<file path="src/source/soc_pkg.sv">
package soc_pkg;

    // Data bus request, as driven by the core
    typedef struct packed {
        logic [31:0] adr;
        logic [31:0] dat;
        logic [3:0]  sel;
        logic        we;
        logic        cyc;
    } dbus_req_t;

    // Data bus response, OR-combined at the top level
    typedef struct packed {
        logic [31:0] rdt;
        logic        ack;
    } dbus_rsp_t;

    // Instruction bus request, read only
    typedef struct packed {
        logic [31:0] adr;
        logic        cyc;
    } ibus_req_t;

    typedef struct packed {
        logic [31:0] rdt;
        logic        ack;
    } ibus_rsp_t;

    // Serial flash outputs
    typedef struct packed {
        logic sck;
        logic csb;
        logic mosi;
    } spi_pins_t;

    // Peripheral pages, matched against adr[31:24]
    localparam logic [7:0] GPIO_PAGE  = 8'h40;
    localparam logic [7:0] UART_PAGE  = 8'h60;
    localparam logic [7:0] FLASH_PAGE = 8'h70;

    // Plain serial read opcode
    localparam logic [7:0] FLASH_READ_CMD = 8'h03;

endpackage

</file>
<file path="src/source/spi_flash_reader.sv">
`timescale 1ns/10ps

module spi_flash_reader (
    input  logic               ck,
    input  logic               reset_loop,
    input  soc_pkg::ibus_req_t i_req,
    output soc_pkg::ibus_rsp_t o_rsp,
    output soc_pkg::spi_pins_t o_spi,
    input  logic               i_miso
);

    import soc_pkg::*;

    typedef enum logic [1:0] {
        S_IDLE,
        S_SHIFT,
        S_HOLD
    } spi_state_t;

    spi_state_t  state_q;
    logic        sck_q;
    logic        csb_q;
    logic        ack_q;
    logic [5:0]  bit_q;
    logic [31:0] tx_q;
    logic [31:0] rx_q;

    // 64 serial bits: command, address, then data
    always_ff @(posedge ck) begin
        if (reset_loop) begin
            state_q <= S_IDLE;
            sck_q   <= 1'b0;
            csb_q   <= 1'b1;
            ack_q   <= 1'b0;
            bit_q   <= 6'd0;
        end else begin
            ack_q <= 1'b0;
            case (state_q)
                S_IDLE: begin
                    if (i_req.cyc) begin
                        csb_q   <= 1'b0;
                        sck_q   <= 1'b0;
                        bit_q   <= 6'd0;
                        state_q <= S_SHIFT;
                    end
                end
                S_SHIFT: begin
                    sck_q <= !sck_q;
                    // High half done, sck about to fall
                    if (sck_q) begin
                        bit_q <= bit_q + 6'd1;
                        if (bit_q == 6'd63) begin
                            csb_q   <= 1'b1;
                            ack_q   <= 1'b1;
                            state_q <= S_HOLD;
                        end
                    end
                end
                S_HOLD: begin
                    // Wait for the requester to release cyc
                    if (!i_req.cyc) begin
                        state_q <= S_IDLE;
                    end
                end
                default: state_q <= S_IDLE;
            endcase
        end
    end

    always_ff @(posedge ck) begin
        if (state_q == S_IDLE && i_req.cyc) begin
            tx_q <= {FLASH_READ_CMD, i_req.adr[23:0]};
        end else if (state_q == S_SHIFT) begin
            if (sck_q) begin
                // MOSI moves on falling sck
                tx_q <= {tx_q[30:0], 1'b0};
            end else if (bit_q[5]) begin
                // MISO sampled as sck rises, data phase only
                rx_q <= {rx_q[30:0], i_miso};
            end
        end
    end

    // First byte received lands in bits 7:0
    assign o_rsp.rdt = ack_q ? {rx_q[7:0], rx_q[15:8], rx_q[23:16], rx_q[31:24]} : 32'h0;
    assign o_rsp.ack = ack_q;

    assign o_spi.sck  = sck_q;
    assign o_spi.csb  = csb_q;
    assign o_spi.mosi = tx_q[31] && !csb_q;

endmodule

</file>
<file path="config.mk">
export PLATFORM = sky130hd
export DESIGN_NAME = spi_flash_reader
export DESIGN_NICKNAME = d
export VERILOG_FILES = /design/src/source/soc_pkg.sv /design/src/source/spi_flash_reader.sv
export SDC_FILE = /design/constraint.sdc
export NUM_CORES = 1
export LEC_CHECK = 0
export BUFFER_PORTS_ARGS = -buffer_cell sky130_fd_sc_hd__buf_2
export CORE_ASPECT_RATIO = 0.75
export CORE_MARGIN = 3
export CORE_UTILIZATION = 48
export CTS_CLUSTER_DIAMETER = 50
export CTS_CLUSTER_SIZE = 14
export DETAILED_ROUTE_END_ITERATION = 10
export GPL_TIMING_DRIVEN = 0
export HOLD_SLACK_MARGIN = 0.1
export PLACE_DENSITY_LB_ADDON = 0.08
export RECOVER_POWER = 100
export SYNTH_ARGS = -nofsm -noshare
export SYNTH_HDL_FRONTEND = slang
export SYNTH_SLANG_ARGS = --single-unit
</file>
<file path="constraint.sdc">
create_clock -name ck -period 3.1 [get_ports ck]
set_input_delay 0.62 -clock ck [delete_from_list [all_inputs] [get_ports ck]]
set_output_delay 0.62 -clock ck [all_outputs]
set_load 0.03 [all_outputs]
</file>
Word level (Yosys, flattened, before mapping):

Index checks and enable logic that the tools add are counted.

* bits in registers: 75
* input bits: 36
* output and inout bits: 36
* logic and storage cells: 53

* add/subtract/negate cells: 1
* equal/unequal tests: 7
* multiplexer cells: 18
* bitwise logic cells: 3
* reductions and logical operators: 16

Operators with widths (number)
* $mux W24: 3
* $mux W32: 1
* $mux W6: 2
* $pmux W6 S2: 1
* $reduce_and A4 Y1: 3
* $mux W2: 4
* $ne A2 B2 Y1 const B: 4
* $add A6 B1 Y6 const B: 1
* $eq A6 B6 Y1 const B: 1
* $pmux W2 S3: 1
* $reduce_and A2 Y1: 3
* $reduce_bool A2 Y1: 3
* $mux W1: 4
* $pmux W1 S2: 2
* $not A1 Y1: 3
* $reduce_and A3 Y1: 1
* $reduce_or A3 Y1: 1
* $eq A2 B1 Y1 const B: 1
* $eq A2 B2 Y1 const B: 1
* $logic_and A1 B1 Y1: 2
* $logic_not A1 Y1: 2
* $logic_not A2 Y1: 1

Depth between registers and ports, before layout:

Gate-level depths: netlist of run 1.

* depth in word-level cells: 4
* depth in mapped cells: 6
* mapped depth without buffers: 4

Worst setup path before layout of run 1:

No wires, ideal clock.

* path type: flip-flop to flip-flop
* start point: register state_q[0]
* end point: register rx_q[0], enable pin
* setup time: 0.468 ns
* arrival time: 2.936 ns
* data required time: 2.632 ns
* slack: -0.304 ns
* cell stages (with the launch flop): 4
* buffers on the path: 1
* clock period less this slack: 3.404 ns
* cell sequence: dfxtp_1 buf_4 nand2b_1 nor3b_1

* longest elaborated chain between the ends: 4
* elaborated cells between the ends (all ways): 5
* those cells by class: 1 x eq/ne; 1 x bitwise; 3 x reduce/logical

Ends and longest elaborated chain
* start, declared: line spi_flash_reader.sv:20 `spi_state_t state_q;`
* start signal, assigned: line spi_flash_reader.sv:31 `state_q <= S_IDLE;`
* start signal, assigned: line spi_flash_reader.sv:44 `state_q <= S_SHIFT;`
* start signal, assigned: line spi_flash_reader.sv:55 `state_q <= S_HOLD;`
* $logic_not A2 Y1: line spi_flash_reader.sv:71 `if (state_q == S_IDLE && i_req.cyc) begin`
* $logic_and A1 B1 Y1: line spi_flash_reader.sv:71
* $not A1 Y1 (no source line)
* $reduce_and A4 Y1 (no source line) (*)
* end signal, assigned: line spi_flash_reader.sv:79 `rx_q <= {rx_q[30:0], i_miso};`
* end, declared: line spi_flash_reader.sv:26 `logic [31:0] rx_q;`

Every way passes the cells marked *; elsewhere a longest branch is shown, timed or not.
A chain may end at the register's enable or synchronous reset.

Worst setup path after layout of run 1:

* start point: register state_q[0]
* end point: register rx_q[9], enable pin

Same word-level chain as after synthesis.

==> run_results.csv, run 1 <==
group,metric,value,unit
worst_setup_path,worst_setup_path_type,"reg -> reg",
die,initial_utilization,51.0,%
worst_setup_path,critical_path_required,3150,ps
drt,drc_errors,0,
drt,dr_total_vias,2066,
cells_and_area,num_antenna_cells,0,
clocking,postCtsResizedCells,0,
drt,detail_route.iter0.violations,74,
clocking,clk_latency,340,ps
worst_setup_path,worst_stage_delay_on_the_critical_path,870,ps
clocking,cts.sink_count,75,
global_route,grt_overall_usage,16.0,%
global_route,first_global_vias,1828,
synth,synth.cell_area,3050,µm²
worst_setup_path,critical_path.slowest_cell,"nor3b_2",
global_route,grt_start_max_net_pins,21,
clocking,path_clk_slew,80,ps
die,dieHeight,75.0,µm
timing,setup_total_negative_slack,0,ps
placed_design,place.gp.congestion,0.863,
worst_setup_path,reg2reg_slack,820,ps
cells_and_area,finish.utilization,60.3,%
power,peak_supply_drop,0.360,mV
worst_hold_path,min_path_type,"in -> reg",
worst_setup_path,cp.arrival,2320,ps
clocking,tritoncts_clock_tree,"yes",
job,cap_viol_max_count,0,
timing,rsz0062_at_grt,"false",
die,die_area,7350,µm²
timing,clock_skew,10.7,ps
timing,report.final.setup_viol,0,
synth,synth-warning-count,0,
global_route,grt_first_pass_wirelength,8880,µm
timing,max_freq,439,MHz
die,dieWidth,98.0,µm
global_route,grt_antenna_before_repair,0,
placed_design,hpwlAfterDp,3780,µm
worst_setup_path,critical_path.cell_chain,"clkbuf_1 > nand2b_1 > nor3b_2 > buf_8",
cells_and_area,growth_of_design_area_from_synthesis_to_finish,18.3,%
die,core_region_area,5980,µm²
timing,final_min_period_over_clock_period,73.5,%
worst_setup_path,timing.critical_path.from_type,"register",
clocking,holdBufCountCts,0,
placed_design,dpl_worst_slack,983,ps
synth,ys_types,32,
timing,report.final.hold_viol_count,0,
drt,detail_route.vias_per_cell,4.95,
synth,mappedNetlistNets,295,
drt,avgRoutedWirePerCell,13.4,µm
placed_design,number_of_port_buffers,63,
timing,setup_slack,823,ps
worst_setup_path,critical_path.max_fanout,20,
drt,antenna_violation_net_count_after_detailed_routing,0,
synth,yosys_register_bits,75,
status,result_of_the_run,"finished clean",
power,total_power,0.00193,W
global_route,global_route.overflow_total,0,
synth,synth_sequential_area_ratio,67.7,%
synth,syn_area_per_cell,11.8,µm²
clocking,postCtsSetupRepairBufs,0,
timing,worst_slew_margin_rel,28.9,%
cells_and_area,drive_gt1_share,15.6,%
timing,final_max_slew_viol_count,0,
timing,transition_at_the_pin_with_the_smallest_max_transition_slack,1060,ps
drt,routed_wirelength,5610,µm
die,num_rows,24,
worst_setup_path,worst_setup_path_end_kind,"register",
clocking,cts_max_level,3,
power,static-leakage-power,1.43,nW
clocking,tritoncts.num_buffers,9,
timing,final_critical_path_time_including_i_o_delays_and_setup,2280,ps
clocking,cts_buffer_depth,2,
clocking,clock_root_buffer,"clkbuf_8",
die,design.portCount,72,
cells_and_area,fin_nets,371,
synth,synthCells,258,
power,powerDensity,534,nW/µm²
drt,drt_pre_antenna_iters,4,
-- per-layer routing --
layer / part of all wire [%] / track usage [%] / vias to the layer above / routed length [µm]
li1: - / - / 1038 / -
met5: 0 / 0 / - / 0
met2: 43 / 22.2 / 54 / 2430
met1: 49 / 23.2 / 965 / 2740
met4: 1.3 / 5.99 / 0 / 72
met3: 6.5 / 5.65 / 9 / 367
-- logic make-up (layout without fill, tap and decap cells) --
family | after synthesis | count (layout) | share of synthesized area, %
AO/OA/AOI/OAI | 13 | 13 | 2.96
adder cells (fa/ha/maj) | 1 | 1 | 0.410
buffers and inverters | 19 | 100 | 3.16
flip-flops | 75 | 75 | 67.7
multiplexers | 10 | 10 | 3.28
AND/OR/NAND/NOR | 140 | 140 | 22.5
-- placed cells by master (no fill, tap or decap), types with 3 or more instances in the layout --
master,count
or4_1,3
mux2i_1,10
nand3_1,3
clkbuf_8,9
and2_1,32
buf_2,29
o21ai_0,3
edfxtp_1,56
nand2_1,75
nor2_1,10
dfxtp_1,19
a211oi_1,3
clkbuf_1,48
buf_4,3
a21oi_1,3
-- area by class of cell --
cell class / count / area, µm²
Sequential cell: 75 / 2060
Clock buffer: 9 / 124
Tap cell: 78 / 97.6
Inverter: 2 / 7.51
Clock inverter: 7 / 51.3
Timing Repair Buffer: 65 / 302
Buffer: 17 / 76.3
Multi-Input combinational cell: 164 / 885
Fill cell: 536 / 2370
-- registers in the layout, indices dropped and copies added (netlist names) --
| name | flops |
|---|---|
| sck_q | 1 |
| ack_q | 1 |
| rx_q | 32 |
| csb_q | 1 |
| state_q | 2 |
| bit_q | 6 |
| tx_q | 32 |
-- power breakdown --
part	leakage (nW)	internal [W]	total (W)	switching (W)
clock	0.0860	0.000294	0.000666	0.000372
sequential	0.676	0.00112	0.00113	0.0000142
combinational	0.667	0.0000480	0.000125	0.0000773
-- cell usage after synthesis --
library cell | number | area [µm²]
nand3b_1 | 2 | 15.0
nand3_1 | 3 | 15.0
a211oi_1 | 2 | 15.0
o311a_1 | 1 | 10.0
or3_1 | 2 | 12.5
a21oi_1 | 3 | 15.0
and2_1 | 33 | 206
or4_1 | 3 | 22.5
nand4b_1 | 2 | 17.5
edfxtp_1 | 56 | 1680
mux2i_1 | 10 | 100
nor4_1 | 2 | 12.5
nand2b_1 | 1 | 6.26
or3b_2 | 1 | 8.76
dfxtp_1 | 19 | 380
o21ai_0 | 3 | 15.0
nor2_1 | 10 | 37.5
buf_6 | 1 | 11.3
buf_4 | 4 | 30.0
nand2_1 | 75 | 282
nand4_1 | 1 | 6.26
o31ai_1 | 2 | 15.0
ha_1 | 1 | 12.5
inv_1 | 2 | 7.51
a22oi_1 | 1 | 7.51
nor3b_2 | 1 | 12.5
clkbuf_1 | 10 | 37.5
or4_4 | 1 | 11.3
nor3b_1 | 2 | 15.0
buf_2 | 2 | 10.0
nor2b_1 | 1 | 6.26
a211oi_2 | 1 | 12.5
-- critical path, delay by kind of cell, from the launching register on --
family	cells	cell delay [ps]
buffers and inverters	2	590
AND/OR/NAND/NOR	2	1080
flip-flops	1	310
-- stage by stage --
| step | hold slack [ps] | instances | area, µm² |
|---|---|---|---|
| final | 442 | 417 | 3600 |
| after global routing | 421 | 417 | 3600 |
| after CTS | 424 | 417 | 3680 |
| after detailed placement | 427 | 401 | 3500 |
| after global placement | 421 | 399 | 3470 |
| after floorplan | 418 | 258 | 3050 |
-- final timing paths --
kind,startpoint,to,depth (start not counted)
max,state_q[0],rx_q[9],4
min,i_miso,rx_q[0],1
max reg2reg,state_q[0],rx_q[9],4
min reg2reg,rx_q[16],rx_q[17],0
No activity file was read; power rests on OpenSTA's default activity.
==> inputs of run 2 (changes only) <==
Clock period 3.1 ns to 2 ns, I/O delays scaled along.
==> run 2 against run 1 <==
Combinational power grew 57%; clock power grew 95%; largest power group unchanged; sequential power grew 56%; largest cell class unchanged.
==> run_results.csv, run 2 (same netlist as run 1, synthesis figures left out) <==
group,metric,value,unit
timing,clock_skew,10.6,ps
drt,antenna_violation_net_count_after_detailed_routing,0,
drt,drc_errors,0,
worst_setup_path,worst_stage_delay_on_the_critical_path,430,ps
clocking,holdBufCountCts,0,
drt,dr_total_vias,2047,
clocking,clock_root_buffer,"clkbuf_8",
worst_setup_path,reg2reg_slack,130,ps
global_route,global_route.overflow_total,0,
timing,fin_worst_hold_slack,225,ps
power,powerDensity,879,nW/µm²
timing,report.final.setup_viol,0,
worst_setup_path,combined_buffer_and_inverter_count_along_the_critical_path,2,
die,core_region_area,5980,µm²
timing,rsz0062_at_grt,"false",
job,cap_viol_max_count,0,
worst_setup_path,timing.critical_path.from_type,"register",
clocking,cts_buffer_depth,2,
timing,worst_slew_margin_rel,55.0,%
global_route,grt_start_max_net_pins,25,
placed_design,place.gp.congestion,0.846,
cells_and_area,layout.cells.most_common_list,"nand2_1 (75), edfxtp_1 (56), and2_1 (32)",
placed_design,number_of_port_buffers,63,
timing,setup_total_negative_slack,0,ps
worst_setup_path,timing.critical_path.depth,3,
cells_and_area,fin_nets,370,
timing,report.final.hold_viol_count,0,
worst_setup_path,crit_end,"o_rsp[31]",
timing,final_max_slew_viol_count,0,
drt,routed_wirelength,5680,µm
power,static-leakage-power,1.56,nW
global_route,grt_first_pass_wirelength,9050,µm
cells_and_area,layout.cells.most_common,"nand2_1",
cells_and_area,multi_input_gate_area_in_the_final_layout,903,µm²
worst_setup_path,worst_setup_path_type,"reg -> out",
timing,max_freq,533,MHz
cells_and_area,stdcell_count,416,
cells_and_area,regArea,2060,µm²
global_route,grt_overall_usage,16.4,%
placed_design,hpwlAfterDp,3790,µm
global_route,grt_antenna_before_repair,0,
clocking,tritoncts.num_buffers,9,
drt,avgRoutedWirePerCell,13.7,µm
timing,transition_at_the_pin_with_the_smallest_max_transition_slack,673,ps
worst_setup_path,worstReg2RegStart,"state_q[1]",
cells_and_area,drive_gt1_share,25.1,%
status,result_of_the_run,"finished clean",
drt,drt_pre_antenna_iters,4,
worst_setup_path,critical_path.cell_chain,"clkbuf_1 > and2_1 > clkbuf_2",
drt,detail_route.iter0.violations,84,
worst_hold_path,min_path_type,"in -> reg",
worst_setup_path,path_delay_family,"buffers and inverters",
placed_design,place_inst,400,
worst_setup_path,critical_path_required,1600,ps
worst_setup_path,critical_path.slowest_cell,"dfxtp_1",
die,dieWidth,98.0,µm
worst_setup_path,destination_of_the_worst_register_to_register_timing_path,"rx_q[8]",
die,dieHeight,75.0,µm
power,peak_supply_drop,0.519,mV
drt,detail_route.vias_per_cell,4.92,
cells_and_area,growth_of_design_area_from_synthesis_to_finish,21.5,%
clocking,cts.sink_count,75,
die,initial_utilization,51.0,%
global_route,first_global_vias,1830,
timing,final_min_period_over_clock_period,93.8,%
worst_setup_path,worst_setup_path_end_kind,"output pin",
worst_setup_path,cp.arrival,1480,ps
clocking,clk_latency,350,ps
die,num_rows,24,
clocking,tritoncts_clock_tree,"yes",
worst_setup_path,critical_path.startpoint,"ack_q",
worst_setup_path,worst_r2r_path_depth,3,
clocking,cts_max_level,3,
timing,final_critical_path_time_including_i_o_delays_and_setup,1880,ps
clocking,postCtsSetupRepairBufs,0,
cells_and_area,fillCellCount,512,
cells_and_area,reg_top3,"rx_q x32, tx_q x32, bit_q x6",
clocking,path_clk_slew,80,ps
die,design.portCount,72,
cells_and_area,num_antenna_cells,0,
die,die_area,7350,µm²
worst_setup_path,critical_path.max_fanout,10,
-- run 2: cell types whose count changed in the layout (fill, tap and decap cells not counted), moves of 2 or more --
cell / before / now
inv_6: 2 / 0
buf_8: 2 / 0
clkbuf_1: 48 / 17
buf_6: 0 / 2
bufinv_16: 0 / 2
clkbuf_2: 0 / 28
-- run 2: report_power, final --
group | switching, W | leakage, nW | total [W] | internal (W)
combinational | 0.000121 | 0.775 | 0.000196 | 0.0000748
sequential | 0.0000235 | 0.676 | 0.00176 | 0.00174
clock | 0.000562 | 0.108 | 0.00130 | 0.000736
total | 0.000707 | 1.56 | 0.00325 | 0.00255
-- run 2: worst min-delay path by stage --
stage / cells past startpoint / endpoint / startpoint
after global routing: 1 / rx_q[0] / i_miso
after CTS: 1 / rx_q[0] / i_miso
after global placement: 0 / rx_q[15] / rx_q[14]
after detailed placement: 0 / rx_q[23] / rx_q[22]
after floorplan: 0 / rx_q[10] / rx_q[9]
final: 1 / rx_q[0] / i_miso
-- run 2: per-layer routing --
metal / part of all wire, % / track usage (%) / vias up / routed length, µm
li1: - / - / 1033 / -
met1: 49 / 23.6 / 943 / 2780
met2: 43 / 22.2 / 67 / 2460
met3: 6.9 / 6.85 / 4 / 390
met4: 0.86 / 5.84 / 0 / 49
met5: 0 / 0 / - / 0
-- run 2: area by class of cell --
| type | instances | share of cell area [%] |
|---|---|---|
| plain buffers | 17 | 2.36 |
| multi-input cells | 164 | 24.4 |
| clock inverters | 6 | 2.40 |
| well taps | 78 | 2.64 |
| flip-flops and latches | 75 | 55.7 |
| inverters | 2 | 0.203 |
| repair buffers | 64 | 8.61 |
| clock buffers | 10 | 3.72 |
-- run 2: what timing repair did --
action | in CTS | in global routing
resized for setup | 1 | 0
setup endpoints to repair | 24 | 0
hold endpoints to repair | 0 | 0
-- run 2: per-stage QoR --
| stage | worst slack (ps) | utilization [%] | area, µm² | total power, W |
|---|---|---|---|---|
| final | 123 | 62.0 | 3700 | 0.00325 |
| after CTS | 89.3 | 62.3 | 3720 | 0.00329 |
| after detailed placement | -156 | 58.4 | 3490 | 0.00199 |
| after floorplan | 135 | - | 3060 | 0.00192 |
| after global routing | 4.69 | 62.0 | 3700 | 0.00340 |
| after global placement | -282 | 58.1 | 3470 | 0.00199 |
==> inputs of run 3 (changes only) <==
Settings changed: RECOVER_POWER 100 to 25.
==> run 3 against run 2 <==
Core utilization rose by 0.23 points; non-clock buffer count did not move; sequential share of layout area fell by 0.21 points; power rose by 0.23%; clock skew rose by 0.68 ps; via count fell by 0.68%; clock power barely moved; critical path depth did not move; clock-buffer cell count did not move; combinational power barely moved; critical endpoint unchanged.
==> run_results.csv, run 3 (same netlist as run 1, synthesis figures left out) <==
group,metric,value,unit
cells_and_area,fillCellCount,505,
worst_setup_path,critical_path_required,1600,ps
clocking,path_clk_slew,80,ps
cells_and_area,num_antenna_cells,0,
cells_and_area,drive_gt1_share,26.6,%
global_route,grt_overall_usage,16.4,%
power,share_of_total_power_in_the_clock_network,40.0,%
die,initial_utilization,51.0,%
global_route,grt_start_max_net_pins,25,
clocking,holdBufCountCts,0,
worst_setup_path,worst_setup_path_end_kind,"output pin",
placed_design,dpl-instance-area,3490,µm²
power,static-leakage-power,1.61,nW
timing,clock_skew,11.3,ps
status,result_of_the_run,"finished clean",
placed_design,dpl_worst_slack,-156,ps
drt,routed_wirelength,5730,µm
timing,max_freq,536,MHz
global_route,grt_first_pass_wirelength,9050,µm
die,core_region_area,5980,µm²
timing,transition_at_the_pin_with_the_smallest_max_transition_slack,676,ps
worst_setup_path,timing.critical_path.from_type,"register",
cells_and_area,postLayoutCellArea,3720,µm²
power,sequentialPowerShare,54.0,%
drt,drt_pre_antenna_iters,4,
drt,dr_total_vias,2033,
clocking,tritoncts.num_buffers,9,
placed_design,hpwlAfterDp,3790,µm
global_route,first_global_vias,1830,
clocking,postCtsResizedCells,1,
die,num_rows,24,
drt,antenna_violation_net_count_after_detailed_routing,0,
worst_setup_path,worst_setup_path_type,"reg -> out",
clocking,clock_root_buffer,"clkbuf_8",
worst_setup_path,critical_path.cell_chain,"clkbuf_1 > and2_1 > buf_2",
worst_setup_path,worst_stage_delay_on_the_critical_path,430,ps
global_route,grt_antenna_before_repair,0,
timing,report.final.setup_viol,0,
drt,avgRoutedWirePerCell,13.8,µm
timing,rsz0062_at_grt,"false",
worst_setup_path,path_delay_family,"buffers and inverters",
power,comb_power_share,6.1,%
die,die_area,7350,µm²
die,dieWidth,98.0,µm
clocking,tritoncts_clock_tree,"yes",
timing,final_min_period_over_clock_period,93.2,%
drt,detail_route.iter0.violations,96,
worst_hold_path,min_path_type,"in -> reg",
clocking,cts_buffer_depth,2,
worst_setup_path,critical_path.slowest_cell,"dfxtp_1",
clocking,cts_max_level,3,
placed_design,number_of_port_buffers,63,
cells_and_area,reg_top3,"rx_q x32, tx_q x32, bit_q x6",
timing,report.final.hold_viol_count,0,
timing,final_critical_path_time_including_i_o_delays_and_setup,1860,ps
timing,worst_slew_margin_rel,54.8,%
global_route,global_route.overflow_total,0,
clocking,clk_latency,350,ps
power,peak_supply_drop,0.521,mV
placed_design,place.gp.congestion,0.846,
power,powerDensity,878,nW/µm²
worst_setup_path,critical_path.max_fanout,10,
cells_and_area,stdcell_count,416,
worst_setup_path,combined_buffer_and_inverter_count_along_the_critical_path,2,
die,design.portCount,72,
cells_and_area,layout.cells.most_common,"nand2_1",
cells_and_area,layout.cells.most_common_list,"nand2_1 (75), buf_2 (62), edfxtp_1 (56)",
worst_setup_path,cp.arrival,1460,ps
drt,drc_errors,0,
power,net_switching,0.000714,W
timing,fin_worst_hold_slack,222,ps
drt,detail_route.vias_per_cell,4.89,
power,power.share.switching,21.9,%
cells_and_area,finish.utilization,62.2,%
worst_setup_path,reg2reg_slack,160,ps
die,dieHeight,75.0,µm
cells_and_area,growth_of_design_area_from_synthesis_to_finish,22.0,%
clocking,postCtsSetupRepairBufs,0,
power,p_int,0.00255,W
cells_and_area,fin_nets,370,
timing,setup_slack,135,ps
timing,final_max_slew_viol_count,0,
placed_design,place_inst,400,
job,cap_viol_max_count,0,
clocking,cts.sink_count,75,
==> run 3: cell type report <==
class                      instances  area [µm²]  area share (%)
multi-input combinational        164         908            24.4
buffer                            17        87.6            2.36
sequential                        75        2060            55.5
clock inverter                     6        88.8            2.39
timing repair buffer              64         328            8.82
clock buffer                      10         138            3.70
tap                               78        97.6            2.63
inverter                           2        7.51           0.202
==> run 3: final timing paths <==
check / start / end / depth (start not counted)
min reg2reg: rx_q[16] / rx_q[17] / 0
min: i_miso / rx_q[0] / 1
max reg2reg: state_q[1] / rx_q[14] / 3
max: ack_q / o_rsp[31] / 3
==> run 3: stage by stage <==
stage | power (W) | TNS, ps
after floorplan | 0.00192 | 0
after global placement | 0.00199 | -12790
after detailed placement | 0.00199 | -3720
after CTS | 0.00329 | 0
after global routing | 0.00340 | 0
final | 0.00326 | 0
==> run 3: metal layers <==
metal | part of all wire [%] | global-route usage (%)
met1 | 49 | 23.6
met2 | 43 | 22.2
met3 | 6.6 | 6.85
met4 | 1.2 | 5.84
met5 | 0 | 0
==> run 3: power groups by stage <==
stage	logic, W	registers (W)	clock network (W)
3_3_place_gp	0.000193	0.00179	0
2_1_floorplan	0.000135	0.00179	0
6_report	0.000198	0.00176	0.00130
5_1_grt	0.000226	0.00176	0.00141
3_5_place_dp	0.000197	0.00180	0
4_1_cts	0.000201	0.00176	0.00133
